--- config.mk ---
export PLATFORM = sky130hd
export DESIGN_NAME = sequencer
export DESIGN_NICKNAME = d
export VERILOG_FILES = /design/src/cpuPkg.sv /design/src/sequencer.sv
export SDC_FILE = /design/constraint.sdc
export NUM_CORES = 1
export LEC_CHECK = 0
export BUFFER_PORTS_ARGS = -buffer_cell sky130_fd_sc_hd__buf_2
export CAP_MARGIN = 30
export CORE_AREA = 10 10 148 150
export CTS_CLUSTER_SIZE = 8
export DETAILED_ROUTE_END_ITERATION = 16
export DIE_AREA = 0 0 158 160
export PLACE_DENSITY = 0.77
export SKIP_CTS_REPAIR_TIMING = 1
export SYNTH_ARGS = -nofsm -noshare
export SYNTH_HDL_FRONTEND = slang
export SYNTH_SLANG_ARGS = --single-unit
export TNS_END_PERCENT = 30
--- constraint.sdc ---
create_clock -name clk -period 8.5 [get_ports clk]
set_input_delay 1.7 -clock clk [delete_from_list [all_inputs] [get_ports clk]]
set_output_delay 1.7 -clock clk [all_outputs]
set_load 0.01 [all_outputs]
--- src/cpuPkg.sv ---
`default_nettype none

package cpuPkg;

  localparam int wordWidth = 32;     // Data and address width
  localparam int regIndexWidth = 6;  // Enough for 64 registers

  // Byte lanes of the first instruction word
  localparam int opcodeLsb = 0;
  localparam int regALsb = 8;
  localparam int regBLsb = 16;
  localparam int regCLsb = 24;

  localparam logic [regIndexWidth-1:0] spIndex = 6'd0;    // Stack pointer
  localparam logic [regIndexWidth-1:0] flagIndex = 6'd1;  // Compare flags

  // Flag bits in r1
  localparam int flagEq = 0;
  localparam int flagLt = 1;
  localparam int flagGt = 2;

  localparam int stackStep = 4;  // Bytes per push or pop

  // A = byte 1, B = byte 2, C = byte 3; C is the constant word
  typedef enum logic [7:0] {
    movRC     = 8'h01, movRR     = 8'h02,
    movRdC    = 8'h03, movRdR    = 8'h04, movRdRo  = 8'h05, movRdRoR = 8'h06,
    movdCR    = 8'h07, movdRR    = 8'h08, movdRoR  = 8'h09, movdRoRR = 8'h0a,
    pushR     = 8'h10, popR      = 8'h11, callR    = 8'h12, ret      = 8'h13,
    cmpRR     = 8'h20, cmpRC     = 8'h21,
    cmpERRR   = 8'h22, cmpNeRRR  = 8'h23, cmpLtRRR = 8'h24, cmpGtRRR = 8'h25,
    jmpC      = 8'h30, jeC       = 8'h31, jneC     = 8'h32,
    jltC      = 8'h33, jgtC      = 8'h34, jzRC     = 8'h35, jnzRC    = 8'h36,
    addRRC    = 8'h40, addRRR    = 8'h41, subRRC   = 8'h42, subRRR   = 8'h43,
    incR      = 8'h44, decR      = 8'h45, shlRRR   = 8'h46, shrRRR   = 8'h47,
    mulAddRRC = 8'h48,
    doutR     = 8'h50, stall     = 8'h51
  } opcodeT;

  // Opcodes followed by a constant word
  function automatic logic isTwoWord(opcodeT op);
    return op inside {movRC, movRdC, movRdRo, movRdRoR, movdCR, movdRoR, movdRoRR,
                      cmpRC, jmpC, jeC, jneC, jltC, jgtC, jzRC, jnzRC,
                      addRRC, subRRC, mulAddRRC};
  endfunction

  function automatic logic isLoad(opcodeT op);
    return op inside {movRdC, movRdR, movRdRo, movRdRoR, popR, ret};
  endfunction

  function automatic logic isStore(opcodeT op);
    return op inside {movdCR, movdRR, movdRoR, movdRoRR, pushR, callR};
  endfunction

  // Anything that may leave the sequential pc path
  function automatic logic redirectsPc(opcodeT op);
    return op inside {jmpC, jeC, jneC, jltC, jgtC, jzRC, jnzRC, callR, ret, stall};
  endfunction

endpackage

`default_nettype wire
--- src/sequencer.sv ---
`timescale 1ns/1ps
`default_nettype none

module sequencer import cpuPkg::*; #(
  parameter int dataWidth = wordWidth
) (
  input  logic                 clk,
  input  logic                 reset,
  input  logic [dataWidth-1:0] ramIn,
  input  logic                 readAck,
  input  logic                 writeAck,
  output logic [dataWidth-1:0] ramAddress,
  output logic [dataWidth-1:0] ramOut,
  output logic                 readReq,
  output logic                 writeReq,
  output logic [dataWidth-1:0] instrWord,     // Latched first word
  output logic [dataWidth-1:0] constWord,     // Latched second word
  input  opcodeT               opcode,
  input  logic                 twoWord,
  input  logic                 load,
  input  logic                 store,
  input  logic [dataWidth-1:0] accessAddress,
  input  logic [dataWidth-1:0] storeData,
  input  logic [dataWidth-1:0] nextPc,
  output logic [dataWidth-1:0] pc,
  output logic                 operandCycle,
  output logic                 accessCycle,
  output logic                 finishCycle,
  output logic [dataWidth-1:0] loadData,
  output logic                 dbgValid,
  output logic [dataWidth-1:0] dbgValue,
  input  logic [dataWidth-1:0] dbgSource
);

  typedef enum logic [2:0] {
    sFetchReq,
    sFetchWait,
    sOperand,
    sConstReq,
    sConstWait,
    sAccessReq,
    sAccessWait,
    sFinish
  } stateT;

  stateT state;
  logic [dataWidth-1:0] fetchAddress;  // Instruction or constant word address

  assign operandCycle = (state == sOperand);
  assign accessCycle = (state == sAccessReq);   // addressUnit captures here
  assign finishCycle = (state == sFinish);

  // Data accesses use the address unit's registered address
  assign ramAddress = (state == sAccessWait) ? accessAddress : fetchAddress;
  assign ramOut = storeData;

  // Debug word leaves in the finish cycle only
  assign dbgValid = finishCycle && (opcode == doutR);
  assign dbgValue = dbgSource;

  always_ff @(posedge clk or posedge reset) begin
    if (reset) begin
      state <= sFetchReq;
      pc <= '0;
      fetchAddress <= '0;
      readReq <= 1'b0;
      writeReq <= 1'b0;
    end else begin
      readReq <= 1'b0;   // Requests are one-cycle pulses
      writeReq <= 1'b0;
      case (state)
        sFetchReq: begin
          readReq <= 1'b1;
          fetchAddress <= pc;
          state <= sFetchWait;
        end
        sFetchWait: if (readAck) state <= sOperand;
        sOperand: begin
          // Register file samples operands this cycle
          if (twoWord) state <= sConstReq;
          else if (load || store) state <= sAccessReq;
          else state <= sFinish;
        end
        sConstReq: begin
          readReq <= 1'b1;
          fetchAddress <= pc + 4;   // Constant follows the opcode word
          state <= sConstWait;
        end
        sConstWait: if (readAck) state <= (load || store) ? sAccessReq : sFinish;
        sAccessReq: begin
          readReq <= load;
          writeReq <= store;
          state <= sAccessWait;
        end
        sAccessWait: begin
          // Held here for as long as the RAM takes
          if ((load && readAck) || (store && writeAck)) state <= sFinish;
        end
        sFinish: begin
          pc <= nextPc;
          state <= sFetchReq;
        end
        default: state <= sFetchReq;
      endcase
    end
  end

  // Words captured on their acknowledge
  always_ff @(posedge clk) begin
    if (state == sFetchWait && readAck) instrWord <= ramIn;
    if (state == sConstWait && readAck) constWord <= ramIn;
    if (state == sAccessWait && readAck) loadData <= ramIn;
  end

endmodule

`default_nettype wire

Word level (Yosys, flattened, before mapping)
Cells that the tools add are included.
{ "totals": {"ff_bits": 165, "word_cells": 42} }
{ "op_classes": {"add_sub_neg": 1, "eq_ne": 11, "muxes": 10, "reduce_logical": 12} }
{ "op_table": {"columns": ["cell", "count"], "rows": [
  ["case mux 32 bit (2 select lines)", 1],
  ["adder 32 x 3 -> 32 bit, second input constant", 1],
  ["two-way mux 32 bit", 1],
  ["case mux 3 bit (8 select lines)", 1],
  ["equality test 3 bit, second input constant", 4],
  ["two-way mux 3 bit", 4],
  ["equality test 8 x 7 -> 1 bit, second input constant", 1],
  ["equality test 3 x 2 -> 1 bit, second input constant", 2],
  ["logical AND 1 bit", 6],
  ["!= test 2 bit, second input constant", 3],
  ["equality test 3 x 1 -> 1 bit, second input constant", 1],
  ["logical NOT 3 bit", 1],
  ["AND reduction 3 bit", 1],
  ["logical OR 1 bit", 2],
  ["two-way mux 2 bit", 1],
  ["case mux 1 bit (2 select lines)", 1],
  ["nonzero test 2 bit", 1],
  ["OR reduction 2 bit", 1],
  ["two-way mux 1 bit", 1]
]} }

Logic depth before layout (Yosys ltp)
Gate-level depths: netlist (run 1).
{ "logic_depth": {"word_depth": 4, "mapped_depth": 6, "depth_no_buf": 6} }

Worst setup path before layout (run 1)
No wires, ideal clock.
{ "synth_path": {"kind": "input to register", "from": "in readAck", "to": "reg constWord[0], enable pin", "t_arrival_ps": 5011, "t_required_ps": 7987, "path_slack_ps": 2976, "cell_stages": 1, "cell_sequence": "nor4b_1"} }
{ "synth_between": {"elab_chain_len": 1} }
{ "synth_lines": {"columns": ["item", "line", "rtl"], "rows": [
  ["start, declared", "sequencer.sv:10", "input logic readAck,"],
  ["logical AND 1 bit", "sequencer.sv:111", "if (state == sConstWait && readAck) constWord <= ramIn;"],
  ["end signal, assigned", "sequencer.sv:111", null],
  ["end, declared", "sequencer.sv:17", "output logic [dataWidth-1:0] constWord,"]
]} }
Every way passes these cells.
A chain may end at the register's enable or synchronous reset.

Worst setup path in the final report (run 1)
{ "layout_path": {"from": "reg state[0]", "to": "out ramAddress[0]"} }
{ "layout_between": {"elab_chain_len": 2} }
{ "layout_lines": {"columns": ["item", "line", "rtl"], "rows": [
  ["start, declared", "sequencer.sv:46", "stateT state;"],
  ["start signal, assigned", "sequencer.sv:63", "state <= sFetchReq;"],
  ["start signal, assigned", "sequencer.sv:75", "state <= sFetchWait;"],
  ["start signal, assigned", "sequencer.sv:77", "sFetchWait: if (readAck) state <= sOperand;"],
  ["equality test 3 bit", "sequencer.sv:54", "assign ramAddress = (state == sAccessWait) ? accessAddress : fetchAddress;"],
  ["two-way mux 32 bit", "sequencer.sv:54", null],
  ["end, declared", "sequencer.sv:12", "output logic [dataWidth-1:0] ramAddress,"]
]} }
Every way passes these cells.

==> results of run 1 <==
==> state kept, by name, summed over array words and instances, names as in the netlist <==
| register | cells |
|---|---|
| fetchAddress | 32 |
| writeReq | 1 |
| loadData | 32 |
| instrWord | 32 |
| constWord | 32 |
| pc | 32 |
| readReq | 1 |
| state | 3 |
==> power groups by stage <==
stage / Clock [mW] / Combinational [mW] / Sequential (mW)
final: 0.746 / 1.04 / 1.31
after global routing: 0.794 / 1.16 / 1.34
after CTS: 0.770 / 1.07 / 1.31
after detailed placement: 0 / 1.06 / 1.33
after global placement: 0 / 1.04 / 1.32
after floorplan: 0 / 0.650 / 1.32
==> final timing paths <==
kind | cells after the start | end | from
max in group asynchronous | 3 | state[2] | reset
hold / removal | 2 | fetchAddress[0] | fetchAddress[0]
min in group asynchronous | 3 | pc[21] | reset
setup reg to reg | 5 | state[0] | state[0]
setup / recovery | 4 | ramAddress[0] | state[0]
hold reg to reg | 2 | fetchAddress[0] | fetchAddress[0]
==> logic make-up (layout without fill, tap and decap cells) <==
logic type | after synthesis | after routing
adders and majority gates | 1 | 1
muxes | 65 | 65
other | 0 | 2
and+or+nand+nor | 114 | 114
buffers and inverters | 85 | 319
xor gates and xnor gates | 28 | 28
AOI/OAI and AO/OA | 43 | 43
DFF | 165 | 165
==> metrics by stage <==
step	setup slack [ns]	power (mW)	instances	util
6_report	4.094	3.090	975	0.4635
2_1_floorplan	2.976	1.974	501	-
4_1_cts	4.054	3.150	973	0.4632
3_3_place_gp	4.447	2.364	941	0.4328
5_1_grt	3.950	3.292	975	0.4635
3_5_place_dp	4.428	2.390	941	0.4328
==> per-layer routing <==
layer | share of wire | GRT usage | vias to the layer above | wire length, um
li1 | - | - | 2191 | -
met1 | 0.40 | 0.1559 | 2233 | 7483
met2 | 0.48 | 0.2346 | 254 | 9005
met3 | 0.11 | 0.06285 | 40 | 2046
met4 | 0.021 | 0.06613 | 0 | 403
met5 | 0 | 0 | - | 0
==> worst min-delay path: stages (launching register included) <==
cell and delay (ns):
dfrtp_1 0.34, nand2_1 0.05, nand2_1 0.05
==> synth_stat cells (2+ instances only) <==
master    count  area (um^2)
dfrtp_1      69         1727
nand4_4       2        42.54
nand4_1       8        50.05
clkbuf_1      2        7.510
o21ai_0       6        30.03
o211ai_1      2        15.01
a21oi_1       3        15.01
nor2_1       13        48.80
xnor2_1      10        87.58
edfxtp_1     96         2883
mux2_2       65        732.0
o21ai_1      23        115.1
o21ai_2       2        17.52
and2_1        2        12.51
and3_1        6        37.54
buf_4        67        503.0
buf_2        11        55.05
nor4bb_1      2        20.02
nand2_1      48        180.2
or3_1         2        12.51
nor3_2        2        20.02
xor2_1       18        157.7
inv_1         5        18.77
nor3_1        5        25.02
nand3_1      14        70.07
==> cell type report <==
class / count / area (um^2) / area share
Sequential cell: 165 / 4609 / 0.5212
Multi-Input combinational cell: 251 / 1904 / 0.2153
Timing Repair Buffer: 282 / 1426 / 0.1613
Clock buffer: 17 / 425.4 / 0.04810
Tap cell: 238 / 297.8 / 0.03367
Clock inverter: 15 / 156.4 / 0.01769
Inverter: 5 / 18.77 / 0.002122
Antenna cell: 2 / 5.005 / 0.0005659
==> reports/qor.csv, run 1 <==
stage,metric,value,unit
worst_setup_path,slowest_delay,0.72,ns
logic_synthesis,synth_edf_count,96,
logic_synthesis,syn-cell-area,0.007068,mm^2
placement,io_buffer_count,276,
placement,hpwl,14460,um
power,power.ir.vdd_worst,0.0001719,V
timing,hold_ws,0.4743,ns
worst_setup_path,cp-start-kind,flip-flop,
logic_synthesis,yosys_warnings,0,
job,maxCapViolCount,0,
timing,setup_violations,0,
cts,htree_num_levels,4,
worst_setup_path,worstPathArrival,2.71,ns
drt,vias_per_cell,4.839,
power,pwr_density_cell,349.4,mW/mm^2
logic_synthesis,syn_avg_cell_area,14.11,um^2
logic_synthesis,yosys.area_share.xor_xnor,0.03470,
drt,routed_wl,18940,um
drt,remaining_drc_errors,0,
worst_hold_path,hold_path_class,flip-flop to flip-flop,
floorplan,io_pins,405,
logic_synthesis,synth.ff_latch_count,165,
global_route,antenna_found_initial,2,
worst_setup_path,crit_family,simple AND/OR/NAND/NOR gates,
power,pwr-share-comb,0.336,
cts,root_buffer,clkbuf_16,
timing,slew_viol_final,0,
global_route,grt_pass1_vias,4981,
logic_synthesis,synth_simple_gate_area_frac,0.08993,
global_route,grt_pass1_wl,27900,um
floorplan,rows,51,
logic_synthesis,ys_async_sr_fraction,0.4182,
logic_synthesis,synthMuxAreaShare,0.1036,
worst_setup_path,crit_buf_inv,1,
power,clockPowerShare,0.241,
drt,drt_iter0_drc,184,
timing,finalSetupTns,0,ns
worst_setup_path,cp-end-kind,output pin,
timing,max_freq,226.9,MHz
logic_synthesis,synth-compound-area-share,0.03523,
floorplan,die_h,160,um
final_layout,final_cell_mix,"buf_2, edfxtp_1, dfrtp_1, mux2_2, nand2_1",
final_layout,design_area,0.008843,mm^2
worst_setup_path,setup.worst_path.class,flip-flop to output pin,
power,switching_share,0.3670,
timing,rsz0062_at_grt,false,
drt,first_pass_iters,4,
drt,ant_nets,0,
final_layout,mostFrequentLayoutCell,buf_2,
logic_synthesis,synthCells,501,
placement,place.gp.congestion,0.8004,
worst_setup_path,worstPathRequired,6.80,ns
floorplan,core,0.01908,mm^2
cts,clockBufferDepth,2,
global_route,grt-ovfl-total,0,
logic_synthesis,synthesis.nets,677,
logic_synthesis,synth-main-ff-cell,edfxtp_1,
worst_setup_path,worstPathMaxFanout,33,
timing,final.min_clock_period,4.406,ns
drt,vias,4718,
cts,cts_tree,done,
timing,slew_headroom,0.3549,
timing,skew,0.01958,ns
floorplan,dieArea,0.02528,mm^2
logic_synthesis,seq_area_frac_synth,0.6522,
final_layout,drive_gt1_frac,0.5361,
final_layout,n_fill_cell,1701,
floorplan,die_w,158,um
global_route,gr-usage-all-layers,0.1432,
power,p_seq_frac,0.423,
placement,post_dp_cell_area,0.008257,mm^2
timing,final.period_utilization,0.5184,
worst_setup_path,reg2reg_slack,6.14,ns
worst_setup_path,worst_path_max_delay_cell,nand2_2,
logic_synthesis,synth.distinct_cells,43,
cts,clock_sinks,165,
floorplan,initial_utilization,0.3705,
timing,worstMarginPinSlew,0.9642,ns
power,leakage,3.840,nW
logic_synthesis,synthAdderAreaFrac,0.001770,
final_layout,syn2layout_area_growth,25.12,%
status,status,completed,
cts,clk_pin_slew_worst_paths,0.07,ns
cts,cts_buffers,17,
final_layout,nets,898,
cts,clk_latency,0.43,ns
logic_synthesis,synth_top_family_by_area,multiplexers,
power,p_int,1.956,mW
global_route,grt_max_degree,70,
worst_setup_path,path_cells,"and2b_1, nand2_2, mux2_2, buf_2",
power,p_sw,1.134,mW
timing,hold_viol,0,
drt,post_drt_wl_per_cell,19.42,um
Note: power is estimated with default switching activity, not from simulation.
==> run 2, diff against run 1 <==
--- a/config.mk
+++ b/config.mk
@@ -7,11 +7,11 @@
 export LEC_CHECK = 0
 export BUFFER_PORTS_ARGS = -buffer_cell sky130_fd_sc_hd__buf_2
 export CAP_MARGIN = 30
-export CORE_AREA = 10 10 148 150
+export CORE_AREA = 10 10 150 152
 export CTS_CLUSTER_SIZE = 8
 export DETAILED_ROUTE_END_ITERATION = 16
-export DIE_AREA = 0 0 158 160
-export PLACE_DENSITY = 0.77
+export DIE_AREA = 0 0 160 162
+export PLACE_DENSITY = 0.75
 export SKIP_CTS_REPAIR_TIMING = 1
 export SYNTH_ARGS = -nofsm -noshare
 export SYNTH_HDL_FRONTEND = slang
==> constraint.sdc (replaced) <==
create_clock -name clk -period 4.3 [get_ports clk]
set_input_delay 0.86 -clock clk [delete_from_list [all_inputs] [get_ports clk]]
set_output_delay 0.86 -clock clk [all_outputs]
set_load 0.01 [all_outputs]
==> reports/qor.csv, run 2 (synthesis results as in run 1) <==
stage,metric,value,unit,change
floorplan,rows,51,,unchanged
floorplan,dieArea,0.02592,mm^2,+2.5%
floorplan,io_pins,405,,unchanged
final_layout,drive_gt1_frac,0.5333,,-0.002721
drt,vias_per_cell,4.702,,-2.8%
global_route,grt_pass1_vias,4864,,-2.3%
placement,post_dp_cell_area,0.008297,mm^2,+0.48%
worst_setup_path,setup.worst_path.class,flip-flop to output pin,,
timing,worstMarginPinSlew,0.9158,ns,-0.04844 ns
cts,clockBufferDepth,2,,unchanged
worst_hold_path,hold_path_class,flip-flop to flip-flop,,
drt,drt_iter0_drc,205,,+11%
power,leakage,3.840,nW,about the same
timing,finalWorstSetupSlack,0.5782,ns,-3.515 ns
final_layout,nets,898,,unchanged
global_route,antenna_found_initial,1,,-1
worst_setup_path,cp-start-kind,flip-flop,,
timing,slew_headroom,0.3895,,+0.03457
timing,max_freq,268.7,MHz,
floorplan,die_h,162,um,+1.3%
final_layout,mostFrequentLayoutCell,buf_2,,
power,power.ir.vdd_worst,0.0003777,V,+120%
power,pwr_density_cell,687.4,mW/mm^2,+97%
final_layout,final_cell_count_no_fill,1001,,+2.7%
global_route,gr-usage-all-layers,0.1488,,+0.005600
final_layout,syn2layout_area_growth,25.12,%,unchanged
placement,io_buffer_count,276,,unchanged
drt,top_layer,met4,,
timing,skew,0.01433,ns,-0.005251 ns
drt,ant_nets,0,,unchanged
drt,post_drt_wl_per_cell,20.13,um,+3.6%
worst_setup_path,worstPathMaxFanout,17,,-48%
status,status,completed,,
placement,place.gp.congestion,0.7912,,-1.1%
placement,hpwl,15750,um,+8.9%
drt,vias,4707,,-0.23%
global_route,grt_pass1_wl,29810,um,+6.8%
drt,remaining_drc_errors,0,,unchanged
placement,dp.cells,968,,+2.9%
timing,hold_viol,0,,unchanged
worst_setup_path,cp-end-kind,output pin,,
final_layout,final_cell_mix,"buf_2, edfxtp_1, dfrtp_1, mux2_2, nand2_1",,
drt,routed_wl,20150,um,+6.4%
timing,finalSetupTns,0,ns,unchanged
cts,cts_buffers,17,,unchanged
timing,rsz0062_at_grt,false,,
drt,wl_met1,7677,um,+2.6%
timing,final.period_utilization,0.8655,,
timing,setup_violations,0,,unchanged
cts,root_buffer,clkbuf_16,,
worst_setup_path,worstPathRequired,3.44,ns,-3.36 ns
global_route,grt-ovfl-total,0,,unchanged
timing,final.min_clock_period,3.722,ns,
cts,clk_latency,0.42,ns,about the same
floorplan,core,0.01940,mm^2,+1.7%
drt,met3_length,2162,um,+5.7%
placement,pre_cts_slack,0.9971,ns,-3.430 ns
cts,cts_tree,done,,
drt,first_pass_iters,4,,unchanged
worst_setup_path,worstPathArrival,2.86,ns,+0.15 ns
cts,htree_num_levels,4,,unchanged
global_route,grt_max_degree,54,,-23%
cts,clock_sinks,165,,unchanged
job,maxCapViolCount,0,,unchanged
cts,clk_pin_slew_worst_paths,0.07,ns,about the same
floorplan,die_w,160,um,+1.3%
floorplan,initial_utilization,0.3644,,-0.006093
drt,met2_length,9941,um,+10%
timing,slew_viol_final,0,,unchanged
final_layout,design_area,0.008843,mm^2,unchanged
run 2: cell count changes in the layout (fill, tap and decap cells not counted), sizes merged:
cell | before | now
clkinv | 5 | 1
inv | 13 | 17
clkinvlp | 2 | 0
clkbuf | 17 | 19
diode | 2 | 1
run 2: power breakdown:
group          internal [mW]  switching [mW]
sequential              2.15           0.478
clock                  0.763           0.655
combinational          0.936            1.10
total                   3.85            2.23
run 2: cell type report:
cell class,count,area (um^2)
antenna,1,2.502
clock buffer,19,432.9
fill,1792,10560
tap,265,331.6
inverter,5,18.77
multi-input combinational,251,1911
timing repair buffer,282,1426
clock inverter,13,111.4
sequential,165,4609
run 2: final timing paths:
kind | from | slack (ns) | cells past startpoint | to
max reg2reg | state[0] | 1.78 | 6 | state[0]
max in group asynchronous | reset | 2.80 | 3 | fetchAddress[10]
min in group asynchronous | reset | 0.52 | 2 | pc[22]
min | fetchAddress[1] | 0.49 | 2 | fetchAddress[1]
min reg2reg | fetchAddress[1] | 0.49 | 2 | fetchAddress[1]
max | state[0] | 0.58 | 5 | ramAddress[25]
run 2: per-layer routing:
layer  track usage  vias to the layer above
li1              -                     2175
met4       0.04549                        0
met2        0.2502                      285
met5             0                        -
met3       0.06850                       39
met1        0.1654                     2208
run 2: stage by stage:
stage | power [mW] | hold slack [ns] | utilization
after CTS | 6.187 | 0.4950 | 0.4558
after detailed placement | 4.743 | 0.4780 | 0.4277
after floorplan | 3.902 | 0.4403 | -
after global routing | 6.472 | 0.5253 | 0.4559
final | 6.079 | 0.4852 | 0.4559
after global placement | 4.693 | 0.4678 | 0.4277
run 2: worst max-delay path: stages, from the launching register on:
cell     delay [ns]
dfrtp_1        0.66
and2b_1        0.29
nand2_1        0.57
buf_4          0.41
mux2_2         0.37
buf_2          0.14
==> run 3, diff against run 2 <==
--- a/config.mk
+++ b/config.mk
@@ -7,11 +7,11 @@
 export LEC_CHECK = 0
 export BUFFER_PORTS_ARGS = -buffer_cell sky130_fd_sc_hd__buf_2
 export CAP_MARGIN = 30
-export CORE_AREA = 10 10 150 152
+export CORE_AREA = 10 10 148 150
 export CTS_CLUSTER_SIZE = 8
 export DETAILED_ROUTE_END_ITERATION = 16
-export DIE_AREA = 0 0 160 162
-export PLACE_DENSITY = 0.75
+export DIE_AREA = 0 0 158 160
+export PLACE_DENSITY = 0.77
 export SKIP_CTS_REPAIR_TIMING = 1
 export SYNTH_ARGS = -nofsm -noshare
 export SYNTH_HDL_FRONTEND = slang
==> constraint.sdc (replaced) <==
create_clock -name clk -period 4.6 [get_ports clk]
set_input_delay 0.92 -clock clk [delete_from_list [all_inputs] [get_ports clk]]
set_output_delay 0.92 -clock clk [all_outputs]
set_load 0.01 [all_outputs]
==> reports/qor.csv, run 3 (synthesis results as in run 1) <==
stage,metric,value,unit,change
worst_hold_path,hold_path_class,flip-flop to flip-flop,,
floorplan,die_h,160,um,-1.2%
global_route,grt_use_met2,0.2476,,-0.002541
power,power.ir.vdd_worst,0.0003233,V,-14%
timing,worstMarginPinSlew,0.9257,ns,+0.009960 ns
timing,slew_headroom,0.3829,,-0.006640
drt,routed_wl,19430,um,-3.6%
final_layout,num_antenna_cells,0,,-1
timing,final.period_utilization,0.7680,,
drt,vias,4640,,-1.4%
worst_setup_path,cp-start-kind,flip-flop,,
worst_setup_path,worstPathMaxFanout,33,,+16
power,pwr_density_cell,644.9,mW/mm^2,-6.2%
drt,drt_iter0_drc,187,,-8.8%
cts,clk_pin_slew_worst_paths,0.07,ns,about the same
global_route,grt_pass1_vias,4943,,+1.6%
timing,rsz0062_at_grt,false,,
worst_setup_path,cp-end-kind,output pin,,
floorplan,io_pins,405,,unchanged
final_layout,syn2layout_area_growth,25.12,%,unchanged
drt,vias_per_cell,4.774,,+1.5%
final_layout,drive_gt1_frac,0.5354,,+0.002089
global_route,gr-usage-all-layers,0.1474,,-0.001372
timing,finalSetupTns,0,ns,unchanged
global_route,met1_usage,0.1704,,+0.005017
cts,clk_latency,0.41,ns,about the same
placement,hpwl,15100,um,-4.1%
worst_setup_path,setup.worst_path.class,flip-flop to output pin,,
timing,skew,0.01271,ns,-0.001615 ns
global_route,antenna_found_initial,0,,-1
timing,max_freq,283.1,MHz,
placement,pre_cts_slack,1.501,ns,+0.5034 ns
worst_setup_path,worstPathArrival,2.61,ns,-0.25 ns
floorplan,die_w,158,um,-1.3%
cts,clock_sinks,165,,unchanged
global_route,globalRouteMet3Util,0.06151,,-0.006994
floorplan,rows,51,,unchanged
floorplan,dieArea,0.02528,mm^2,-2.5%
global_route,grt-busiest-layer,met2,,
final_layout,nets,897,,-0.11%
floorplan,initial_utilization,0.3705,,+0.006093
drt,remaining_drc_errors,0,,unchanged
final_layout,final_cell_mix,"buf_2, edfxtp_1, dfrtp_1, mux2_2, nand2_1",,
global_route,grt_pass1_wl,28810,um,-3.4%
status,status,completed,,
timing,slew_viol_final,0,,unchanged
cts,cts_buffers,17,,unchanged
timing,finalWorstSetupSlack,1.067,ns,+0.4889 ns
drt,first_pass_iters,4,,unchanged
timing,final.min_clock_period,3.533,ns,
timing,hold_viol,0,,unchanged
cts,htree_num_levels,4,,unchanged
final_layout,mostFrequentLayoutCell,buf_2,,
cts,root_buffer,clkbuf_16,,
floorplan,core,0.01908,mm^2,-1.6%
global_route,grt-ovfl-total,0,,unchanged
worst_setup_path,worstPathRequired,3.68,ns,+0.24 ns
cts,clockBufferDepth,2,,unchanged
drt,post_drt_wl_per_cell,19.99,um,-0.71%
global_route,grt_max_degree,54,,unchanged
power,leakage,3.845,nW,+0.14%
job,maxCapViolCount,0,,unchanged
placement,place.gp.congestion,0.7835,,-0.97%
placement,io_buffer_count,276,,unchanged
cts,cts_tree,done,,
drt,ant_nets,0,,unchanged
timing,setup_violations,0,,unchanged
run 3: cell types whose count changed in the layout (fill, tap and decap cells not counted), sizes merged:
cell / change
buf: -1
clkbuf: -2
clkinv: +6
clkinvlp: +1
diode: -1
inv: -5
run 3: critical path: stages (launching register included):
cell     delay (ns)
dfrtp_1        0.64
and2b_1        0.29
nand2_2        0.68
mux2_2         0.42
buf_2          0.14
run 3: metal layers:
metal / part of all wire / wire, um
met5: 0 / 0
met4: 0.0083 / 162
met3: 0.11 / 2092
met2: 0.48 / 9399
met1: 0.40 / 7774
run 3: per-stage QoR:
stage | utilization | power [mW] | cells | instance area (um^2) | hold WS, ns
after floorplan | - | 3.647 | 501 | 7074 | 0.4403
after global placement | 0.4328 | 4.369 | 940 | 8258 | 0.4709
after detailed placement | 0.4328 | 4.407 | 940 | 8258 | 0.4736
after CTS | 0.4635 | 5.803 | 972 | 8843 | 0.4912
after global routing | 0.4635 | 6.082 | 972 | 8843 | 0.5296
final | 0.4635 | 5.703 | 972 | 8843 | 0.4840
run 3: area by class of cell:
class,instances,area [um^2]
well taps,238,297.8
fillers,1676,10240
repair buffers,281,1419
clock buffers,17,425.4
multi-input cells,251,1913
clock inverters,15,160.2
flip-flops and latches,165,4609
inverters,5,18.77
run 3: worst paths after layout:
kind / slack (ns) / depth (start not counted) / start / endpoint
min in group asynchronous: 0.63 / 2 / reset / pc[17]
max: 1.07 / 4 / state[0] / ramAddress[15]
max reg2reg: 2.25 / 5 / state[1] / state[0]
max in group asynchronous: 3.02 / 3 / reset / writeReq
min reg2reg: 0.48 / 2 / fetchAddress[1] / fetchAddress[1]
min: 0.48 / 2 / fetchAddress[1] / fetchAddress[1]
run 3: report_power, final:
group          leakage, nW  internal, mW  switching, mW  total [mW]
Sequential            1.71          2.01          0.436        2.45
Combinational         1.85         0.874           1.01        1.88
Clock                0.284         0.727          0.645        1.37
Total                 3.84          3.61           2.09        5.70
